File: src/common/cong_man_config.svh
////////////////////
// Congestion manager sizing
////////////////////
`ifndef CONG_MAN_CONFIG_SVH
`define CONG_MAN_CONFIG_SVH

// Egress side
`define CM_NUM_EGR_PORTS 4
`define CM_QUEUES_PER_PORT 2
`define CM_NUM_QUEUES (`CM_NUM_EGR_PORTS * `CM_QUEUES_PER_PORT)

// Queue memory geometry
`define CM_DATA_BYTES 64
`define CM_BYTES_PER_PAGE 4096
`define CM_WORDS_PER_PAGE (`CM_BYTES_PER_PAGE / `CM_DATA_BYTES)
`define CM_NUM_PAGES 8

// Largest packet accepted
`define CM_MTU_BYTES 1500

// Priority classes
`define CM_HIGH_PRIO_MIN 5
`define CM_POLICER_EXEMPT_PRIO 6

// Whole buffer, so nothing drops on depth until configured
`define CM_DEFAULT_THRESHOLD (`CM_NUM_PAGES * `CM_BYTES_PER_PAGE)

`endif

File: src/common/descriptor_pkg.sv
////////////////////
// Packet descriptor types
////////////////////
`include "cong_man_config.svh"

package descriptor_pkg;

    // Round-up word count of one MTU packet
    localparam int MAX_WORD_LEN = (`CM_MTU_BYTES + `CM_DATA_BYTES - 1) / `CM_DATA_BYTES;

    // Egress port number
    typedef logic [$clog2(`CM_NUM_EGR_PORTS)-1:0] port_t;

    // Eight priority levels
    typedef logic [2:0] prio_t;

    // Length in bytes, up to one MTU
    typedef logic [$clog2(`CM_MTU_BYTES + 1)-1:0] byte_len_t;

    // Length in memory words
    typedef logic [$clog2(MAX_WORD_LEN + 1)-1:0] word_len_t;

    // Flat queue number across all ports
    typedef logic [$clog2(`CM_NUM_QUEUES)-1:0] queue_idx_t;

endpackage

File: src/common/queue_state_pkg.sv
////////////////////
// Queue state and verdict types
////////////////////
`include "cong_man_config.svh"

package queue_state_pkg;

    // Bytes currently held by one queue
    typedef logic [31:0] occupancy_t;

    // Word offset of the tail inside its page
    typedef logic [$clog2(`CM_WORDS_PER_PAGE)-1:0] word_ptr_t;

    // Page number in queue memory
    typedef logic [$clog2(`CM_NUM_PAGES)-1:0] page_idx_t;

    // Extra bit so the full pool count fits
    typedef logic [$clog2(`CM_NUM_PAGES + 1)-1:0] page_count_t;

    ////////////////////
    // Admission outcome

    typedef enum logic [1:0] {
        ENQUEUE,
        DROP_QUEUE_FULL,
        DROP_POLICER,
        DROP_NO_PAGE
    } verdict_e;

endpackage

File: src/queue_state_table.sv
////////////////////
// Per-queue state
////////////////////
`timescale 1ns/1ps
`include "cong_man_config.svh"

module queue_state_table (
    input  logic                        core_clk_ifc,
    input  logic                        rst_n,
    input  descriptor_pkg::queue_idx_t  rd_queue,
    input  logic                        upd_en,
    input  descriptor_pkg::queue_idx_t  upd_queue,
    input  queue_state_pkg::occupancy_t upd_occupancy,
    input  queue_state_pkg::word_ptr_t  upd_tail,
    input  queue_state_pkg::page_idx_t  upd_page,
    output queue_state_pkg::occupancy_t rd_occupancy,
    output queue_state_pkg::word_ptr_t  rd_tail,
    output queue_state_pkg::page_idx_t  rd_page,
    output logic                        rd_page_valid
);
    import queue_state_pkg::*;

    occupancy_t                occupancy [`CM_NUM_QUEUES];
    word_ptr_t                 tail      [`CM_NUM_QUEUES];
    page_idx_t                 page      [`CM_NUM_QUEUES];
    logic [`CM_NUM_QUEUES-1:0] page_valid;

    // Empty queues start at offset 0 with no page held
    always_ff @(posedge core_clk_ifc or negedge rst_n) begin
        if (!rst_n) begin
            for (int q = 0; q < `CM_NUM_QUEUES; q++) begin
                occupancy[q] <= '0;
                tail[q]      <= '0;
                page[q]      <= '0;
            end
            page_valid <= '0;
        end else if (upd_en) begin
            occupancy[upd_queue]  <= upd_occupancy;
            tail[upd_queue]       <= upd_tail;
            page[upd_queue]       <= upd_page;
            // Every enqueue leaves the queue holding a page
            page_valid[upd_queue] <= 1'b1;
        end
    end

    ////////////////////
    // Read port

    assign rd_occupancy  = occupancy[rd_queue];
    assign rd_tail       = tail[rd_queue];
    assign rd_page       = page[rd_queue];
    assign rd_page_valid = page_valid[rd_queue];

endmodule

File: src/drop_threshold_table.sv
////////////////////
// Drop thresholds
////////////////////
`timescale 1ns/1ps
`include "cong_man_config.svh"

module drop_threshold_table (
    input  logic                        core_clk_ifc,
    input  logic                        rst_n,
    input  logic                        cfg_wr,
    input  descriptor_pkg::queue_idx_t  cfg_queue,
    input  queue_state_pkg::occupancy_t cfg_threshold,
    input  descriptor_pkg::queue_idx_t  rd_queue,
    output queue_state_pkg::occupancy_t rd_threshold
);
    import queue_state_pkg::*;

    // Byte limit per queue
    occupancy_t threshold [`CM_NUM_QUEUES];

    always_ff @(posedge core_clk_ifc or negedge rst_n) begin
        if (!rst_n) begin
            for (int q = 0; q < `CM_NUM_QUEUES; q++) begin
                threshold[q] <= occupancy_t'(`CM_DEFAULT_THRESHOLD);
            end
        end else if (cfg_wr) begin
            threshold[cfg_queue] <= cfg_threshold;
        end
    end

    // Visible to the decider on the cycle after the write
    assign rd_threshold = threshold[rd_queue];

endmodule

File: src/page_allocator.sv
////////////////////
// Page allocator
////////////////////
`timescale 1ns/1ps
`include "cong_man_config.svh"

module page_allocator (
    input  logic                         core_clk_ifc,
    input  logic                         rst_n,
    input  logic                         alloc_en,
    output queue_state_pkg::page_count_t free_pages,
    output queue_state_pkg::page_idx_t   next_page
);
    import queue_state_pkg::*;

    // Pages are never returned, so the pool is handed out in index order
    // and the next free page is simply a counter
    always_ff @(posedge core_clk_ifc or negedge rst_n) begin
        if (!rst_n) begin
            free_pages <= page_count_t'(`CM_NUM_PAGES);
            next_page  <= '0;
        end else if (alloc_en) begin
            // Decider only requests while free_pages is nonzero
            free_pages <= free_pages - 1'b1;
            next_page  <= next_page + 1'b1;
        end
    end

endmodule

File: src/cong_man/queue_classifier.sv
////////////////////
// Descriptor classifier
////////////////////
`timescale 1ns/1ps
`include "cong_man_config.svh"

module queue_classifier (
    input  logic                       core_clk_ifc,
    input  logic                       rst_n,
    input  logic                       in_valid,
    input  descriptor_pkg::port_t      in_port,
    input  descriptor_pkg::prio_t      in_prio,
    input  descriptor_pkg::byte_len_t  in_byte_len,
    input  logic                       in_policer_mark,
    output logic                       cls_valid,
    output descriptor_pkg::queue_idx_t cls_queue,
    output descriptor_pkg::byte_len_t  cls_byte_len,
    output descriptor_pkg::word_len_t  cls_word_len,
    output descriptor_pkg::prio_t      cls_prio,
    output logic                       cls_policer_mark
);
    import descriptor_pkg::*;

    queue_idx_t queue_d;
    word_len_t  word_len_d;

    // Each port owns a block of queues, high priorities take the second one
    always_comb begin
        queue_d = queue_idx_t'(in_port * `CM_QUEUES_PER_PORT);
        if (in_prio >= `CM_HIGH_PRIO_MIN) begin
            queue_d = queue_d + 1'b1;
        end
    end

    // Words rounded up, a partial last word still takes a whole one
    assign word_len_d = word_len_t'((in_byte_len + `CM_DATA_BYTES - 1) / `CM_DATA_BYTES);

    always_ff @(posedge core_clk_ifc or negedge rst_n) begin
        if (!rst_n) begin
            cls_valid <= 1'b0;
        end else begin
            cls_valid <= in_valid;
        end
    end

    // Descriptor fields
    always_ff @(posedge core_clk_ifc) begin
        if (in_valid) begin
            cls_queue        <= queue_d;
            cls_byte_len     <= in_byte_len;
            cls_word_len     <= word_len_d;
            cls_prio         <= in_prio;
            cls_policer_mark <= in_policer_mark;
        end
    end

endmodule

File: src/cong_man/admission_decider.sv
////////////////////
// Admission decision
////////////////////
`timescale 1ns/1ps
`include "cong_man_config.svh"

module admission_decider (
    input  logic                         core_clk_ifc,
    input  logic                         rst_n,
    input  logic                         cls_valid,
    input  descriptor_pkg::queue_idx_t   cls_queue,
    input  descriptor_pkg::byte_len_t    cls_byte_len,
    input  descriptor_pkg::word_len_t    cls_word_len,
    input  descriptor_pkg::prio_t        cls_prio,
    input  logic                         cls_policer_mark,
    input  queue_state_pkg::occupancy_t  rd_threshold,
    input  queue_state_pkg::occupancy_t  rd_occupancy,
    input  queue_state_pkg::word_ptr_t   rd_tail,
    input  queue_state_pkg::page_idx_t   rd_page,
    input  logic                         rd_page_valid,
    input  queue_state_pkg::page_count_t free_pages,
    input  queue_state_pkg::page_idx_t   next_page,
    output logic                         upd_en,
    output descriptor_pkg::queue_idx_t   upd_queue,
    output queue_state_pkg::occupancy_t  upd_occupancy,
    output queue_state_pkg::word_ptr_t   upd_tail,
    output queue_state_pkg::page_idx_t   upd_page,
    output logic                         alloc_en,
    output logic                         verdict_valid,
    output queue_state_pkg::verdict_e    verdict,
    output descriptor_pkg::queue_idx_t   verdict_queue,
    output logic                         verdict_malloc,
    output queue_state_pkg::word_ptr_t   verdict_tail,
    output queue_state_pkg::page_idx_t   verdict_page
);
    import queue_state_pkg::*;

    occupancy_t                 new_occupancy;
    occupancy_t                 occ_pages;
    logic [$bits(word_ptr_t):0] tail_sum;
    logic                       malloc_req;
    logic                       enqueue;
    verdict_e                   verdict_d;

    assign new_occupancy = rd_occupancy + occupancy_t'(cls_byte_len);
    assign occ_pages     = rd_occupancy / `CM_BYTES_PER_PAGE;

    // Carry out of the page offset means the packet spills into a new page
    assign tail_sum   = rd_tail + cls_word_len;
    assign malloc_req = !rd_page_valid || (tail_sum >= `CM_WORDS_PER_PAGE);

    ////////////////////
    // Drop rules, first match wins

    always_comb begin
        if (new_occupancy > rd_threshold) begin
            verdict_d = DROP_QUEUE_FULL;
        end else if (cls_policer_mark && (cls_prio < `CM_POLICER_EXEMPT_PRIO)) begin
            verdict_d = DROP_POLICER;
        end else if (malloc_req && (occ_pages > free_pages)) begin
            // Deep queues give way so the last pages go to short ones
            verdict_d = DROP_NO_PAGE;
        end else if (malloc_req && (free_pages == '0)) begin
            verdict_d = DROP_NO_PAGE;
        end else begin
            verdict_d = ENQUEUE;
        end
    end

    // Write-back lands on the same edge as the verdict register
    assign enqueue       = cls_valid && (verdict_d == ENQUEUE);
    assign upd_en        = enqueue;
    assign upd_queue     = cls_queue;
    assign upd_occupancy = new_occupancy;
    assign upd_tail      = word_ptr_t'(tail_sum % `CM_WORDS_PER_PAGE);
    assign upd_page      = malloc_req ? next_page : rd_page;
    assign alloc_en      = enqueue && malloc_req;

    ////////////////////
    // Verdict register

    always_ff @(posedge core_clk_ifc or negedge rst_n) begin
        if (!rst_n) begin
            verdict_valid <= 1'b0;
        end else begin
            verdict_valid <= cls_valid;
        end
    end

    // Drops report the queue state they were judged against
    always_ff @(posedge core_clk_ifc) begin
        if (cls_valid) begin
            verdict        <= verdict_d;
            verdict_queue  <= cls_queue;
            verdict_malloc <= alloc_en;
            verdict_tail   <= enqueue ? upd_tail : rd_tail;
            verdict_page   <= enqueue ? upd_page : rd_page;
        end
    end

endmodule

File: src/cong_man/cong_man_top.sv
////////////////////
// Congestion manager top
////////////////////
`timescale 1ns/1ps

module cong_man_top (
    input  logic                         core_clk_ifc,
    input  logic                         rst_n,
    input  logic                         in_valid,
    input  descriptor_pkg::port_t        in_port,
    input  descriptor_pkg::prio_t        in_prio,
    input  descriptor_pkg::byte_len_t    in_byte_len,
    input  logic                         in_policer_mark,
    input  logic                         cfg_wr,
    input  descriptor_pkg::queue_idx_t   cfg_queue,
    input  queue_state_pkg::occupancy_t  cfg_threshold,
    output logic                         verdict_valid,
    output queue_state_pkg::verdict_e    verdict,
    output descriptor_pkg::queue_idx_t   verdict_queue,
    output logic                         verdict_malloc,
    output queue_state_pkg::word_ptr_t   verdict_tail,
    output queue_state_pkg::page_idx_t   verdict_page,
    output queue_state_pkg::page_count_t free_pages
);
    import descriptor_pkg::*;
    import queue_state_pkg::*;

    ////////////////////
    // Classifier to decider
    logic       cls_valid;
    queue_idx_t cls_queue;
    byte_len_t  cls_byte_len;
    word_len_t  cls_word_len;
    prio_t      cls_prio;
    logic       cls_policer_mark;

    // Table read data for cls_queue
    occupancy_t rd_threshold;
    occupancy_t rd_occupancy;
    word_ptr_t  rd_tail;
    page_idx_t  rd_page;
    logic       rd_page_valid;

    // Enqueue write-back and page request
    logic       upd_en;
    queue_idx_t upd_queue;
    occupancy_t upd_occupancy;
    word_ptr_t  upd_tail;
    page_idx_t  upd_page;
    logic       alloc_en;
    page_idx_t  next_page;

    queue_classifier u_classifier (
        .core_clk_ifc     (core_clk_ifc),
        .rst_n            (rst_n),
        .in_valid         (in_valid),
        .in_port          (in_port),
        .in_prio          (in_prio),
        .in_byte_len      (in_byte_len),
        .in_policer_mark  (in_policer_mark),
        .cls_valid        (cls_valid),
        .cls_queue        (cls_queue),
        .cls_byte_len     (cls_byte_len),
        .cls_word_len     (cls_word_len),
        .cls_prio         (cls_prio),
        .cls_policer_mark (cls_policer_mark)
    );

    drop_threshold_table u_thresholds (
        .core_clk_ifc  (core_clk_ifc),
        .rst_n         (rst_n),
        .cfg_wr        (cfg_wr),
        .cfg_queue     (cfg_queue),
        .cfg_threshold (cfg_threshold),
        .rd_queue      (cls_queue),
        .rd_threshold  (rd_threshold)
    );

    queue_state_table u_queue_state (
        .core_clk_ifc  (core_clk_ifc),
        .rst_n         (rst_n),
        .rd_queue      (cls_queue),
        .upd_en        (upd_en),
        .upd_queue     (upd_queue),
        .upd_occupancy (upd_occupancy),
        .upd_tail      (upd_tail),
        .upd_page      (upd_page),
        .rd_occupancy  (rd_occupancy),
        .rd_tail       (rd_tail),
        .rd_page       (rd_page),
        .rd_page_valid (rd_page_valid)
    );

    page_allocator u_pages (
        .core_clk_ifc (core_clk_ifc),
        .rst_n        (rst_n),
        .alloc_en     (alloc_en),
        .free_pages   (free_pages),
        .next_page    (next_page)
    );

    admission_decider u_decider (
        .core_clk_ifc     (core_clk_ifc),
        .rst_n            (rst_n),
        .cls_valid        (cls_valid),
        .cls_queue        (cls_queue),
        .cls_byte_len     (cls_byte_len),
        .cls_word_len     (cls_word_len),
        .cls_prio         (cls_prio),
        .cls_policer_mark (cls_policer_mark),
        .rd_threshold     (rd_threshold),
        .rd_occupancy     (rd_occupancy),
        .rd_tail          (rd_tail),
        .rd_page          (rd_page),
        .rd_page_valid    (rd_page_valid),
        .free_pages       (free_pages),
        .next_page        (next_page),
        .upd_en           (upd_en),
        .upd_queue        (upd_queue),
        .upd_occupancy    (upd_occupancy),
        .upd_tail         (upd_tail),
        .upd_page         (upd_page),
        .alloc_en         (alloc_en),
        .verdict_valid    (verdict_valid),
        .verdict          (verdict),
        .verdict_queue    (verdict_queue),
        .verdict_malloc   (verdict_malloc),
        .verdict_tail     (verdict_tail),
        .verdict_page     (verdict_page)
    );

endmodule

File: config.mk
export PLATFORM = sky130hd
export DESIGN_NAME = cong_man_top
export DESIGN_NICKNAME = d
export VERILOG_FILES = /design/src/common/descriptor_pkg.sv /design/src/common/queue_state_pkg.sv /design/src/queue_state_table.sv /design/src/drop_threshold_table.sv /design/src/page_allocator.sv /design/src/cong_man/queue_classifier.sv /design/src/cong_man/admission_decider.sv /design/src/cong_man/cong_man_top.sv
export VERILOG_INCLUDE_DIRS = /design/src /design/src/common
export SDC_FILE = /design/constraint.sdc
export NUM_CORES = 1
export LEC_CHECK = 0
export BUFFER_PORTS_ARGS = -buffer_cell sky130_fd_sc_hd__buf_4
export CAP_MARGIN = 20
export CORE_MARGIN = 4
export CORE_UTILIZATION = 45
export DETAILED_ROUTE_END_ITERATION = 12
export RECOVER_POWER = 25
export SLEW_MARGIN = 25
export SYNTH_ARGS = -nofsm -noshare
export SYNTH_HDL_FRONTEND = slang
export SYNTH_SLANG_ARGS = --single-unit
File: constraint.sdc
create_clock -name core_clk_ifc -period 10.1 [get_ports core_clk_ifc]
set_input_delay 0.505 -clock core_clk_ifc [delete_from_list [all_inputs] [get_ports core_clk_ifc]]
set_output_delay 0.505 -clock core_clk_ifc [all_outputs]
set_load 0.02 [all_outputs]
# ---- Yosys cells after proc, flatten, opt, wreduce, memory -nomap -nowiden
# Cells that the tools add are included.
dict set report totals {
  regBits 639
  input_bits 56
  wordCells 117
}
dict set report op_classes {
  addsub 7
  n_lt_le_gt_ge 11
  n_mux 36
  n_bitwise 3
  reduce_logical 12
}
# cell n
set op_table {}
lappend op_table {{$bwmux 256} 2}
lappend op_table {{$bmux 32 s3} 2}
lappend op_table {{$demux 32 s3} 2}
lappend op_table {{$mux 32} 6}
lappend op_table {{$bwmux 48} 1}
lappend op_table {{$add 32x11->32} 1}
lappend op_table {{$gt 32x32->1} 1}
lappend op_table {{$bwmux 24} 1}
lappend op_table {{$mux 6} 4}
lappend op_table {{$gt 20x4->1} 1}
lappend op_table {{$bmux 6 s3} 1}
lappend op_table {{$demux 6 s3} 1}
lappend op_table {{$mux 3} 6}
lappend op_table {{$add 11x7->11 const B} 1}
lappend op_table {{$sub 11x1->11 const B} 1}
lappend op_table {{$bmux 3 s3} 1}
lappend op_table {{$demux 3 s3} 1}
lappend op_table {{$ge 4x4->1 const B} 2}
lappend op_table {{$logic_and 1x1->1} 8}
lappend op_table {{$lt 4x1->1 const B} 2}
lappend op_table {{$mux 2} 4}
lappend op_table {{$not 3->4} 2}
lappend op_table {{$or 8x8->8} 1}
lappend op_table {{$add 6x5->7} 1}
lappend op_table {{other kinds (14)} 16}

# ---- Longest topological paths before layout
# Gate-level depths: netlist (run 1).
dict set report depth {
  ltp_word 15
  mapped_depth 34
  mapped_depth_nobuf 23
}

# ---- By module
# From an unflattened synthesis (run 1), not the netlist that was laid out.
dict set report unflattened {
  hier_cells 1913
  hier_area_um2 30496.7
}
# module instances cells_per_inst area_per_inst_um2 seq_area_each_um2
set modules_own_cells {}
lappend modules_own_cells {queue_state_table 1 868 14979.4 8408.1}
lappend modules_own_cells {drop_threshold_table 1 665 11649.9 6416.2}
lappend modules_own_cells {admission_decider 1 317 2718.9 475.5}
lappend modules_own_cells {queue_classifier 1 40 833.3 715.7}
lappend modules_own_cells {page_allocator 1 23 315.3 176.4}

# ---- Worst setup path before layout (run 1)
# OpenSTA, ideal clock, no wires.
dict set report synth_path {
  path_type {register to register}
  start {register u_classifier.cls_queue[2]}
  end {register u_queue_state.occupancy[42] (netlist name)}
  setup_time_ns 0.125
  arrival_time_ns 7.104
  required_time_ns 9.975
  path_slack_ns 2.872
  stages_incl_launch_ff 32
  n_path_buf 9
  path_cell_list {edfxtp_1 -> buf_6 -> buf_4 -> buf_2 -> buf_2 -> buf_1 -> buf_1 -> clkbuf_1 -> mux2i_1 -> nor2_1 -> a21oi_1 -> a21oi_1 -> a221o_1 -> ha_1 -> a21o_1 -> a21oi_1 -> a211o_1 -> a21boi_1 -> nand3_1 -> nor4_1 -> xor2_1 -> ha_1 -> a21o_1 -> a21o_1 -> a21oi_1 -> o21ai_0 -> a21oi_1 -> o22ai_1 -> buf_1 -> nor4_4 -> buf_4 -> mux2_2}
}
dict set report synth_via {
  elab_cells_between_ends 33
  classes_between {add/sub (2); order compare (5); mux (18); bitwise (1); reduce/logical (7)}
}
# item line
set synth_lines {}
lappend synth_lines {{start, declared} queue_classifier.sv:16} ;# output descriptor_pkg::queue_idx_t cls_queue,
lappend synth_lines {{start signal, assigned} queue_classifier.sv:49} ;# cls_queue <= queue_d;
lappend synth_lines {{$not 3->4 (implied by the code)} queue_state_table.sv:49} ;# assign rd_occupancy = occupancy[rd_queue];
lappend synth_lines {{$bmux 32 s3} queue_state_table.sv:49}
lappend synth_lines {{$mux 32 (implied by the code) (2 in a row)} queue_state_table.sv:49}
lappend synth_lines {{$add 32x11->32} admission_decider.sv:45} ;# assign new_occupancy = rd_occupancy + occupancy_t'(cls_byte_len);
lappend synth_lines {{via u_decider.upd_occupancy[29]} admission_decider.sv:25} ;# output queue_state_pkg::occupancy_t upd_occupancy,
lappend synth_lines {{$gt 32x32->1} admission_decider.sv:56} ;# if (new_occupancy > rd_threshold) begin
lappend synth_lines {{$mux 2} admission_decider.sv:56}
lappend synth_lines {{$logic_not 2->1} admission_decider.sv:71} ;# assign enqueue = cls_valid && (verdict_d == ENQUEUE);
lappend synth_lines {{$logic_and 1x1->1} admission_decider.sv:71}
lappend synth_lines {{end signal, assigned by index} queue_state_table.sv:38} ;# occupancy[upd_queue] <= upd_occupancy;
lappend synth_lines {{end, declared} queue_state_table.sv:23} ;# occupancy_t occupancy [`CM_NUM_QUEUES];
# The timed path passes the listed nets, and every way through them passes these cells. The select of a mux whose other input is x is not followed.
# A chain may end at the register's enable or synchronous reset.

# ---- Worst setup path after layout (run 1)
dict set report layout_path {
  start {register u_classifier.cls_queue[0]}
  end {register u_queue_state.tail[2] (netlist name)}
}
dict set report layout_via {
  elab_cells_between_ends 33
  classes_between {add/sub (2); order compare (5); mux (18); bitwise (1); reduce/logical (7)}
}
# item line
set layout_lines {}
lappend layout_lines {{$not 3->4 (implied by the code)} queue_state_table.sv:49}
lappend layout_lines {{$bmux 32 s3} queue_state_table.sv:49}
lappend layout_lines {{$mux 32 (implied by the code) (2 in a row)} queue_state_table.sv:49}
lappend layout_lines {{$add 32x11->32} admission_decider.sv:45}
lappend layout_lines {{via u_decider.upd_occupancy[22]} admission_decider.sv:25}
lappend layout_lines {{$gt 32x32->1} admission_decider.sv:56}
lappend layout_lines {{$mux 2} admission_decider.sv:56}
lappend layout_lines {{$logic_not 2->1} admission_decider.sv:71}
lappend layout_lines {{$logic_and 1x1->1} admission_decider.sv:71}
lappend layout_lines {{end signal, assigned by index} queue_state_table.sv:39} ;# tail[upd_queue] <= upd_tail;
lappend layout_lines {{end, declared} queue_state_table.sv:24} ;# word_ptr_t tail [`CM_NUM_QUEUES];
# The timed path passes the listed nets, and every way through them passes these cells. The select of a mux whose other input is x is not followed.

==> results of run 1 <==
[power breakdown]
part / switching, mW / internal [mW] / total [mW] / leakage [nW]
combinational: 1.18 / 1.06 / 2.24 / 5.78
clock: 1.07 / 1.55 / 2.63 / 1.17
sequential: 0.384 / 3.32 / 3.70 / 8.03
[how the worst max path moves through the flow]
stage	start	to	slack, ns	cells after the start
2_1_floorplan	u_classifier.cls_queue[2]	u_queue_state.occupancy[42]	2.87	31
3_3_place_gp	u_classifier.cls_queue[0]	u_queue_state.occupancy[126]	1.69	21
3_5_place_dp	u_classifier.cls_queue[0]	u_queue_state.occupancy[4]	1.59	23
4_1_cts	u_classifier.cls_queue[0]	u_queue_state.occupancy[4]	1.53	23
5_1_grt	u_classifier.cls_queue[0]	u_queue_state.occupancy[26]	1.03	24
6_report	u_classifier.cls_queue[0]	u_queue_state.tail[2]	1.50	23
[cell type report]
| type | count | area [µm²] | area share (%) |
|---|---|---|---|
| Clock inverter | 19 | 225.2 | 0.6677 |
| Tap cell | 864 | 1081 | 3.205 |
| Clock buffer | 114 | 2161 | 6.406 |
| Multi-Input combinational cell | 1361 | 12990 | 38.50 |
| Sequential cell | 638 | 16160 | 47.92 |
| Timing Repair Buffer | 130 | 987.2 | 2.927 |
| Inverter | 34 | 127.6 | 0.3784 |
[placed cells by master, fill, tap and decap left out, drive strengths merged, types with 19 or more instances in the layout]
master | netlist | layout
a21o | 20 | 20
a21oi | 45 | 45
a221oi | 49 | 49
a22o | 25 | 25
a22oi | 115 | 115
and3 | 19 | 19
buf | 64 | 104
clkbuf | 69 | 139
dfrtp | 592 | 592
edfxtp | 37 | 37
ha | 55 | 55
inv | 33 | 38
mux2 | 615 | 615
mux2i | 45 | 45
mux4 | 19 | 19
nand2 | 48 | 48
nand4 | 23 | 23
nor2 | 41 | 41
o21ai | 19 | 19
xnor2 | 28 | 28
[logic make-up after synthesis]
group | synth area share, %
compound gates | 8.412
xor+xnor | 1.175
fa+ha+maj | 2.443
buf+inv | 2.703
flops | 54.22
mux | 26.29
simple gates | 4.756
[sequential cells by signal, summed over array words and instances, names as in the netlist]
name                           flops
u_queue_state.occupancy          256
u_thresholds.threshold           256
u_queue_state.tail                48
u_queue_state.page                24
u_classifier.cls_byte_len         11
u_queue_state.page_valid           8
u_decider.verdict_tail             6
u_classifier.cls_word_len          5
u_pages.free_pages                 4
u_classifier.cls_queue             3
u_decider.verdict_page             3
u_decider.verdict_queue            3
u_pages.next_page                  3
u_classifier.cls_prio              2
u_decider.verdict                  2
u_classifier.cls_policer_mark      1
u_classifier.cls_valid             1
u_decider.verdict_malloc           1
u_decider.verdict_valid            1
[cells in the mapped netlist, types with 5 or more instances]
| cell | number |
|---|---|
| sky130_fd_sc_hd__nor3_1 | 14 |
| sky130_fd_sc_hd__a21oi_1 | 45 |
| sky130_fd_sc_hd__buf_1 | 10 |
| sky130_fd_sc_hd__mux2_4 | 9 |
| sky130_fd_sc_hd__dfstp_2 | 9 |
| sky130_fd_sc_hd__a221o_1 | 9 |
| sky130_fd_sc_hd__buf_4 | 12 |
| sky130_fd_sc_hd__mux4_2 | 19 |
| sky130_fd_sc_hd__or2_2 | 8 |
| sky130_fd_sc_hd__a221oi_1 | 49 |
| sky130_fd_sc_hd__edfxtp_1 | 37 |
| sky130_fd_sc_hd__xor2_1 | 12 |
| sky130_fd_sc_hd__and4_1 | 8 |
| sky130_fd_sc_hd__buf_6 | 13 |
| sky130_fd_sc_hd__o22ai_1 | 13 |
| sky130_fd_sc_hd__nor2b_1 | 13 |
| sky130_fd_sc_hd__o21ai_0 | 19 |
| sky130_fd_sc_hd__and3_1 | 19 |
| sky130_fd_sc_hd__dfrtp_1 | 592 |
| sky130_fd_sc_hd__nand4_1 | 23 |
| sky130_fd_sc_hd__nor3b_1 | 6 |
| sky130_fd_sc_hd__ha_1 | 55 |
| sky130_fd_sc_hd__nor2_1 | 40 |
| sky130_fd_sc_hd__nand2b_1 | 10 |
| sky130_fd_sc_hd__a22o_1 | 25 |
| sky130_fd_sc_hd__mux2_2 | 603 |
| sky130_fd_sc_hd__o21a_1 | 5 |
| sky130_fd_sc_hd__a21o_1 | 20 |
| sky130_fd_sc_hd__buf_2 | 29 |
| sky130_fd_sc_hd__nand3_1 | 17 |
| sky130_fd_sc_hd__inv_1 | 32 |
| sky130_fd_sc_hd__nor4_1 | 5 |
| sky130_fd_sc_hd__nand2_1 | 48 |
| sky130_fd_sc_hd__mux2i_1 | 45 |
| sky130_fd_sc_hd__clkbuf_1 | 69 |
| sky130_fd_sc_hd__xnor2_1 | 28 |
| sky130_fd_sc_hd__and2_1 | 8 |
| sky130_fd_sc_hd__a22oi_1 | 115 |
[per-layer routing]
layer,vias up,GRT usage [%]
li1,8291,-
met1,10120,32.29
met2,378,37.52
met3,139,3.839
met4,6,6.154
met5,-,0
[per-stage QoR]
stage | power [mW] | area, µm² | cells | worst slack, ns
CTS | 8.622 | 33730 | 3157 | 1.532
detailed placement | 5.960 | 31340 | 3024 | 1.587
global route | 9.029 | 33730 | 3160 | 1.026
floorplan | 5.203 | 29810 | 2166 | 2.872
finish | 8.570 | 33730 | 3160 | 1.499
global placement | 5.858 | 31330 | 3024 | 1.686
==> impl_metrics.toml, run 1 <==
[synthesis]
synth_sequential_area_ratio_pct = 54.22
post_synth_num_cell_types = 75
edff_count_synth = 37
synth.top_cell.area_share_pct = 49.70
yosys.area.top_type = "sky130_fd_sc_hd__dfrtp_1"
async_flop_share_pct = 94.20
ys_dominant_reg_cell = "sky130_fd_sc_hd__dfrtp_1"
synth_area_mm2 = 0.02981
yosys-top-cells-area = "sky130_fd_sc_hd__dfrtp_1 (50%), sky130_fd_sc_hd__mux2_2 (23%), sky130_fd_sc_hd__edfxtp_1 (3.7%), sky130_fd_sc_hd__a22oi_1 (2.9%), sky130_fd_sc_hd__ha_1 (2.3%)"
synth_area_per_cell_um2 = 13.76
ys_warn_count = 0
syn_nets = 2279
syn_inst = 2166
register_bit_total_from_synthesis = 638

[route]
detailroute.wirelength.met3_um = 3560
routed_wire_length_per_instance_um = 25.75
dr_total_vias = 18930
detailedRoute.firstPassIterationCount = 5
drt-met1-wl_um = 36970
routed_via_density = 5.991
drt.antenna.violating_nets = 0
post_detailed_route_drc_marker_count = 0
route.final.wire_length_um = 81360
topRoutingLayerUsed = "met5"
drtIter0Drc = 1391
met2_wirelength_um = 38950

[sta]
slew_headroom_pct = -138.7
final_period_minus_worst_setup_slack_ns = 8.601
rsz0062_at_grt = "no"
finalSetupTns_ns = 0
setup_viol = 0
hold_ws_ns = 0.09823
achievable-frequency_mhz = 116.3
timing_worst_slew_pin_value_ns = 3.580
drv_slew = 289
final_hold_viol_count = 0
final.setup_skew_ns = 0.03055
period_share_pct = 85.16

[clock_network]
clock_buffers_created_by_tritoncts = 72
cts-resized-gates = 0
cts_hold_buf = 0
worst_skew_pair.late_latency_ns = 0.63
cts_setup_buffers = 0
ctsLongestPathBuffers = 3
tritoncts_clock_tree = "built"
h-tree-depth = 3
clock_sinks = 638
cts_root_buf = "sky130_fd_sc_hd__clkbuf_16"
clkSlewWorstSetupHoldPaths_ns = 0.06

[setup_path]
criticalPathCategory = "register to register"
worstPathBufferInverterCount = 3
critPathMaxStageDelay_ns = 0.86
cp_max_fo = 23
worstSetupEndpointType = "register"
cp_data_arrival_time_ns = 9.09
timing.rr.start = "u_classifier.cls_queue[0]"
cpLargestDelayFamily = "simple AND/OR/NAND/NOR gates"
timing.critical_path.slowest_stage_cell = "sky130_fd_sc_hd__nor2_4"
path_cells = "buf_4 -> nand2b_1 -> nor2_4 -> a22o_1 -> a221oi_1 -> and3_1 -> fa_1 -> nor2b_1 -> o2111ai_1 -> a21oi_1 -> o41a_1 -> and2_1 -> nand3b_1 -> xor2_1 -> ha_1 -> nand4_1 -> nor4_1 -> and2_1 -> o22ai_2 -> buf_4 -> nor4_4 -> buf_4 -> mux2_2"
worst_path_most_repeated_cell = "sky130_fd_sc_hd__buf_4"
r2r_cells = 23
capture_point_of_the_worst_reg_to_reg_path = "u_queue_state.tail[2]"
required_time_at_the_endpoint_of_the_critical_path_ns = 10.59
cp-start-kind = "register"
reg2reg_slack_ns = 1.50

[placement]
portBuffers = 75
place_congestion = 0.7958
detailed_placement_wirelength_estimate_um = 48950

[run_status]
run_status = "finished with violations"
violations = "capacitance limit, slew limit"

[floorplanning]
boundaryPins = 76
core.rowCount = 94
design.core.area_mm2 = 0.06575
die_width_um = 265.4
start_util_pct = 45.34
die_h_um = 265.4
die_area_mm2 = 0.07042

[grt]
first_global_vias = 20070
grt.overflow.total = 0
grt_first_pass_wirelength_um = 125100
grtUsageTotal_pct = 23.02
grt_max_degree = 182
grt_antenna_before_repair = 3

[power_and_ir_drop]
cellLeakagePower_nw = 14.98
ir_drop_v = 0.0001455
power.density_cell_area_mw_per_mm2 = 254.1

[layout]
fin_nets = 2350
layout-drive-gt1-share_pct = 39.24
diodes = 0
finish.utilization_pct = 51.30
area_growth_syn_to_layout_pct = 13.15
filler_cell_count = 5526

[job]
max_cap_violations = 7

[min_path]
holdCritStartpoint = "in_port[0]"
worstHoldPathCells = 1
timing.hold.worst.class = "primary input to register"
destination_of_the_worst_hold_path = "u_classifier.cls_queue[1]"
(Power assumes the default switching activity.)
==> inputs of run 2 (changes only) <==
==> constraint.sdc (replaced) <==
create_clock -name core_clk_ifc -period 10.1 [get_ports core_clk_ifc]
set_input_delay 0 -clock core_clk_ifc [delete_from_list [all_inputs] [get_ports core_clk_ifc]]
set_output_delay 0 -clock core_clk_ifc [all_outputs]
set_load 0.02 [all_outputs]
==> run 2 against run 1 <==
Compared with the run above:
- the run still ends with capacitance limit, slew limit left
- setup slack got worse by 0.026 ns
- core utilization rose by 0.78 points
- global-route usage increased by 0.13 points
- clock-buffer cell count is the same
- flip-flop and latch count did not move
- non-clock buffer count grew 51
- worst hold slack improved by 0.035 ns
- wire length rose by 0.66%
==> impl_metrics.toml, run 2 (synthesized netlist as in run 1, its figures left out) <==
[power_and_ir_drop]
power.density_cell_area_mw_per_mm2 = 250.9
ir_drop_v = 0.0001448
cellLeakagePower_nw = 15.19

[route]
dr_total_vias = 19250
drt.antenna.violating_nets = 0
routed_via_density = 5.993
detailedRoute.firstPassIterationCount = 5
drtIter0Drc = 1334
post_detailed_route_drc_marker_count = 0
routed_wire_length_per_instance_um = 25.50
route.final.wire_length_um = 81890
detailroute.wirelength.met3_um = 3621
met2_wirelength_um = 39380
drt-met1-wl_um = 36980
topRoutingLayerUsed = "met5"

[setup_path]
cp-start-kind = "register"
critPathMaxStageDelay_ns = 0.88
r2r_cells = 23
required_time_at_the_endpoint_of_the_critical_path_ns = 10.60
worstSetupEndpointType = "register"
cp_max_fo = 23
crit_path_capture = "u_queue_state.occupancy[4]"
timing.critical_path.slowest_stage_cell = "sky130_fd_sc_hd__nor2_4"
capture_point_of_the_worst_reg_to_reg_path = "u_queue_state.occupancy[4]"
worst_path_most_repeated_cell = "sky130_fd_sc_hd__buf_4"
reg2reg_slack_ns = 1.47
timing.rr.start = "u_classifier.cls_queue[0]"
worst_setup_path_startpoint = "u_classifier.cls_queue[0]"
cp_data_arrival_time_ns = 9.12
criticalPathCategory = "register to register"
path_cells = "buf_4 -> nand2b_1 -> nor2_4 -> a22o_1 -> a221oi_1 -> and3_1 -> fa_1 -> nor2b_1 -> o2111ai_1 -> a21oi_1 -> o41a_1 -> and2_1 -> nand3b_1 -> xor2_1 -> ha_1 -> nand4_1 -> nor4_1 -> and2_1 -> o22ai_2 -> buf_4 -> nor4_4 -> buf_4 -> mux2_2"

[sta]
finalSetupTns_ns = 0
slew_headroom_pct = -147.9
hold_ws_ns = 0.1336
setup_viol = 0
achievable-frequency_mhz = 115.9
rsz0062_at_grt = "no"
final_period_minus_worst_setup_slack_ns = 8.627
final_hold_viol_count = 0
drv_slew = 318
period_share_pct = 85.42
final.setup_skew_ns = 0.03096
timing_worst_slew_pin_value_ns = 3.719

[placement]
numPlacedInstances = 3024
place_congestion = 0.7958
detailed_placement_wirelength_estimate_um = 48950
portBuffers = 75

[min_path]
holdCritStartpoint = "in_port[0]"
timing.hold.worst.class = "primary input to register"

[layout]
final_common_cell = "sky130_fd_sc_hd__mux2_2"
final_cells = 3212
largest_registers = "u_queue_state.occupancy x256, u_thresholds.threshold x256, u_queue_state.tail x48"
seq_area_mm2 = 0.01616
fin_nets = 2401
area_used_by_multi_input_combinational_logic_mm2 = 0.01298
most-common-layout-cells = "sky130_fd_sc_hd__mux2_2 (603), sky130_fd_sc_hd__dfrtp_1 (592), sky130_fd_sc_hd__a22oi_1 (115), sky130_fd_sc_hd__buf_4 (94), sky130_fd_sc_hd__clkbuf_16 (73)"
area_growth_syn_to_layout_pct = 14.88
filler_cell_count = 5487
finish.utilization_pct = 52.09
layout-drive-gt1-share_pct = 38.18

[clock_network]
ctsLongestPathBuffers = 3
tritoncts_clock_tree = "built"
clkSlewWorstSetupHoldPaths_ns = 0.06
clock_sinks = 638
worst_skew_pair.late_latency_ns = 0.63
h-tree-depth = 3
clock_buffers_created_by_tritoncts = 72
cts_setup_buffers = 0
cts_root_buf = "sky130_fd_sc_hd__clkbuf_16"

[grt]
grt.overflow.total = 0
grtUsageTotal_pct = 23.15
grt_antenna_before_repair = 3
grt_max_degree = 182
grt_first_pass_wirelength_um = 126000
first_global_vias = 20320

[floorplanning]
design.core.area_mm2 = 0.06575
boundaryPins = 76
core.rowCount = 94
start_util_pct = 45.34
die_h_um = 265.4
die_area_mm2 = 0.07042
die_width_um = 265.4

[job]
max_cap_violations = 9

[run_status]
run_status = "finished with violations"
violations = "capacitance limit, slew limit"
==> run 2: worst min path at each step <==
stage               depth (start not counted)  slack, ns                       endpoint
global placement                            1       0.17        u_decider.verdict_valid
finish                                      2       0.13      u_classifier.cls_queue[1]
global route                                2       0.12  u_classifier.cls_policer_mark
detailed placement                          1       0.17        u_decider.verdict_valid
CTS                                         2       0.08   u_classifier.cls_byte_len[0]
floorplan                                   0      -0.30         u_classifier.cls_valid
==> run 2: final cells by class <==
type | instances | share of cell area, %
clock inverter | 19 | 0.6577
multi-input combinational | 1361 | 37.89
antenna | 1 | 0.007307
sequential | 638 | 47.19
inverter | 34 | 0.3727
tap | 864 | 3.157
clock buffer | 114 | 6.310
timing repair buffer | 181 | 4.410
==> run 2: power by group <==
group / total (mW) / internal (mW) / switching (mW)
logic: 2.26 / 1.08 / 1.18
registers: 3.71 / 3.32 / 0.386
clock network: 2.63 / 1.55 / 1.07
total: 8.59 / 5.95 / 2.64
==> run 2: metrics by stage <==
step / area, µm² / total power [mW] / worst slack, ns
after detailed placement: 31340 / 5.960 / 1.587
after global placement: 31330 / 5.858 / 1.686
after global routing: 34250 / 9.049 / 1.026
final: 34250 / 8.591 / 1.473
after CTS: 34240 / 8.639 / 1.532
after floorplan: 29810 / 5.203 / 2.872
==> run 2: layer usage <==
layer  global-route usage, %  up-vias
met2                   37.94      433
met4                   6.225        4
li1                        -     8409
met3                   3.728      144
met5                       0        -
met1                   32.36    10260
==> run 2: critical path, delay by kind of cell, from the launching register on <==
| kind | cells | cell delay, ns |
|---|---|---|
| AOI/OAI and AO/OA | 6 | 1.39 |
| adders and majority gates | 2 | 0.73 |
| xor gates and xnor gates | 1 | 0.75 |
| and+or+nand+nor | 10 | 3.44 |
| DFF | 1 | 0.68 |
| muxes | 1 | 0.40 |
| buffers and inverters | 3 | 1.07 |
==> run 2: what timing repair did <==
action	in CTS	in global routing
setup endpoints to repair	0	0
hold buffers	51	1
endpoints found under the hold margin	420	34
gates resized for setup	0	0
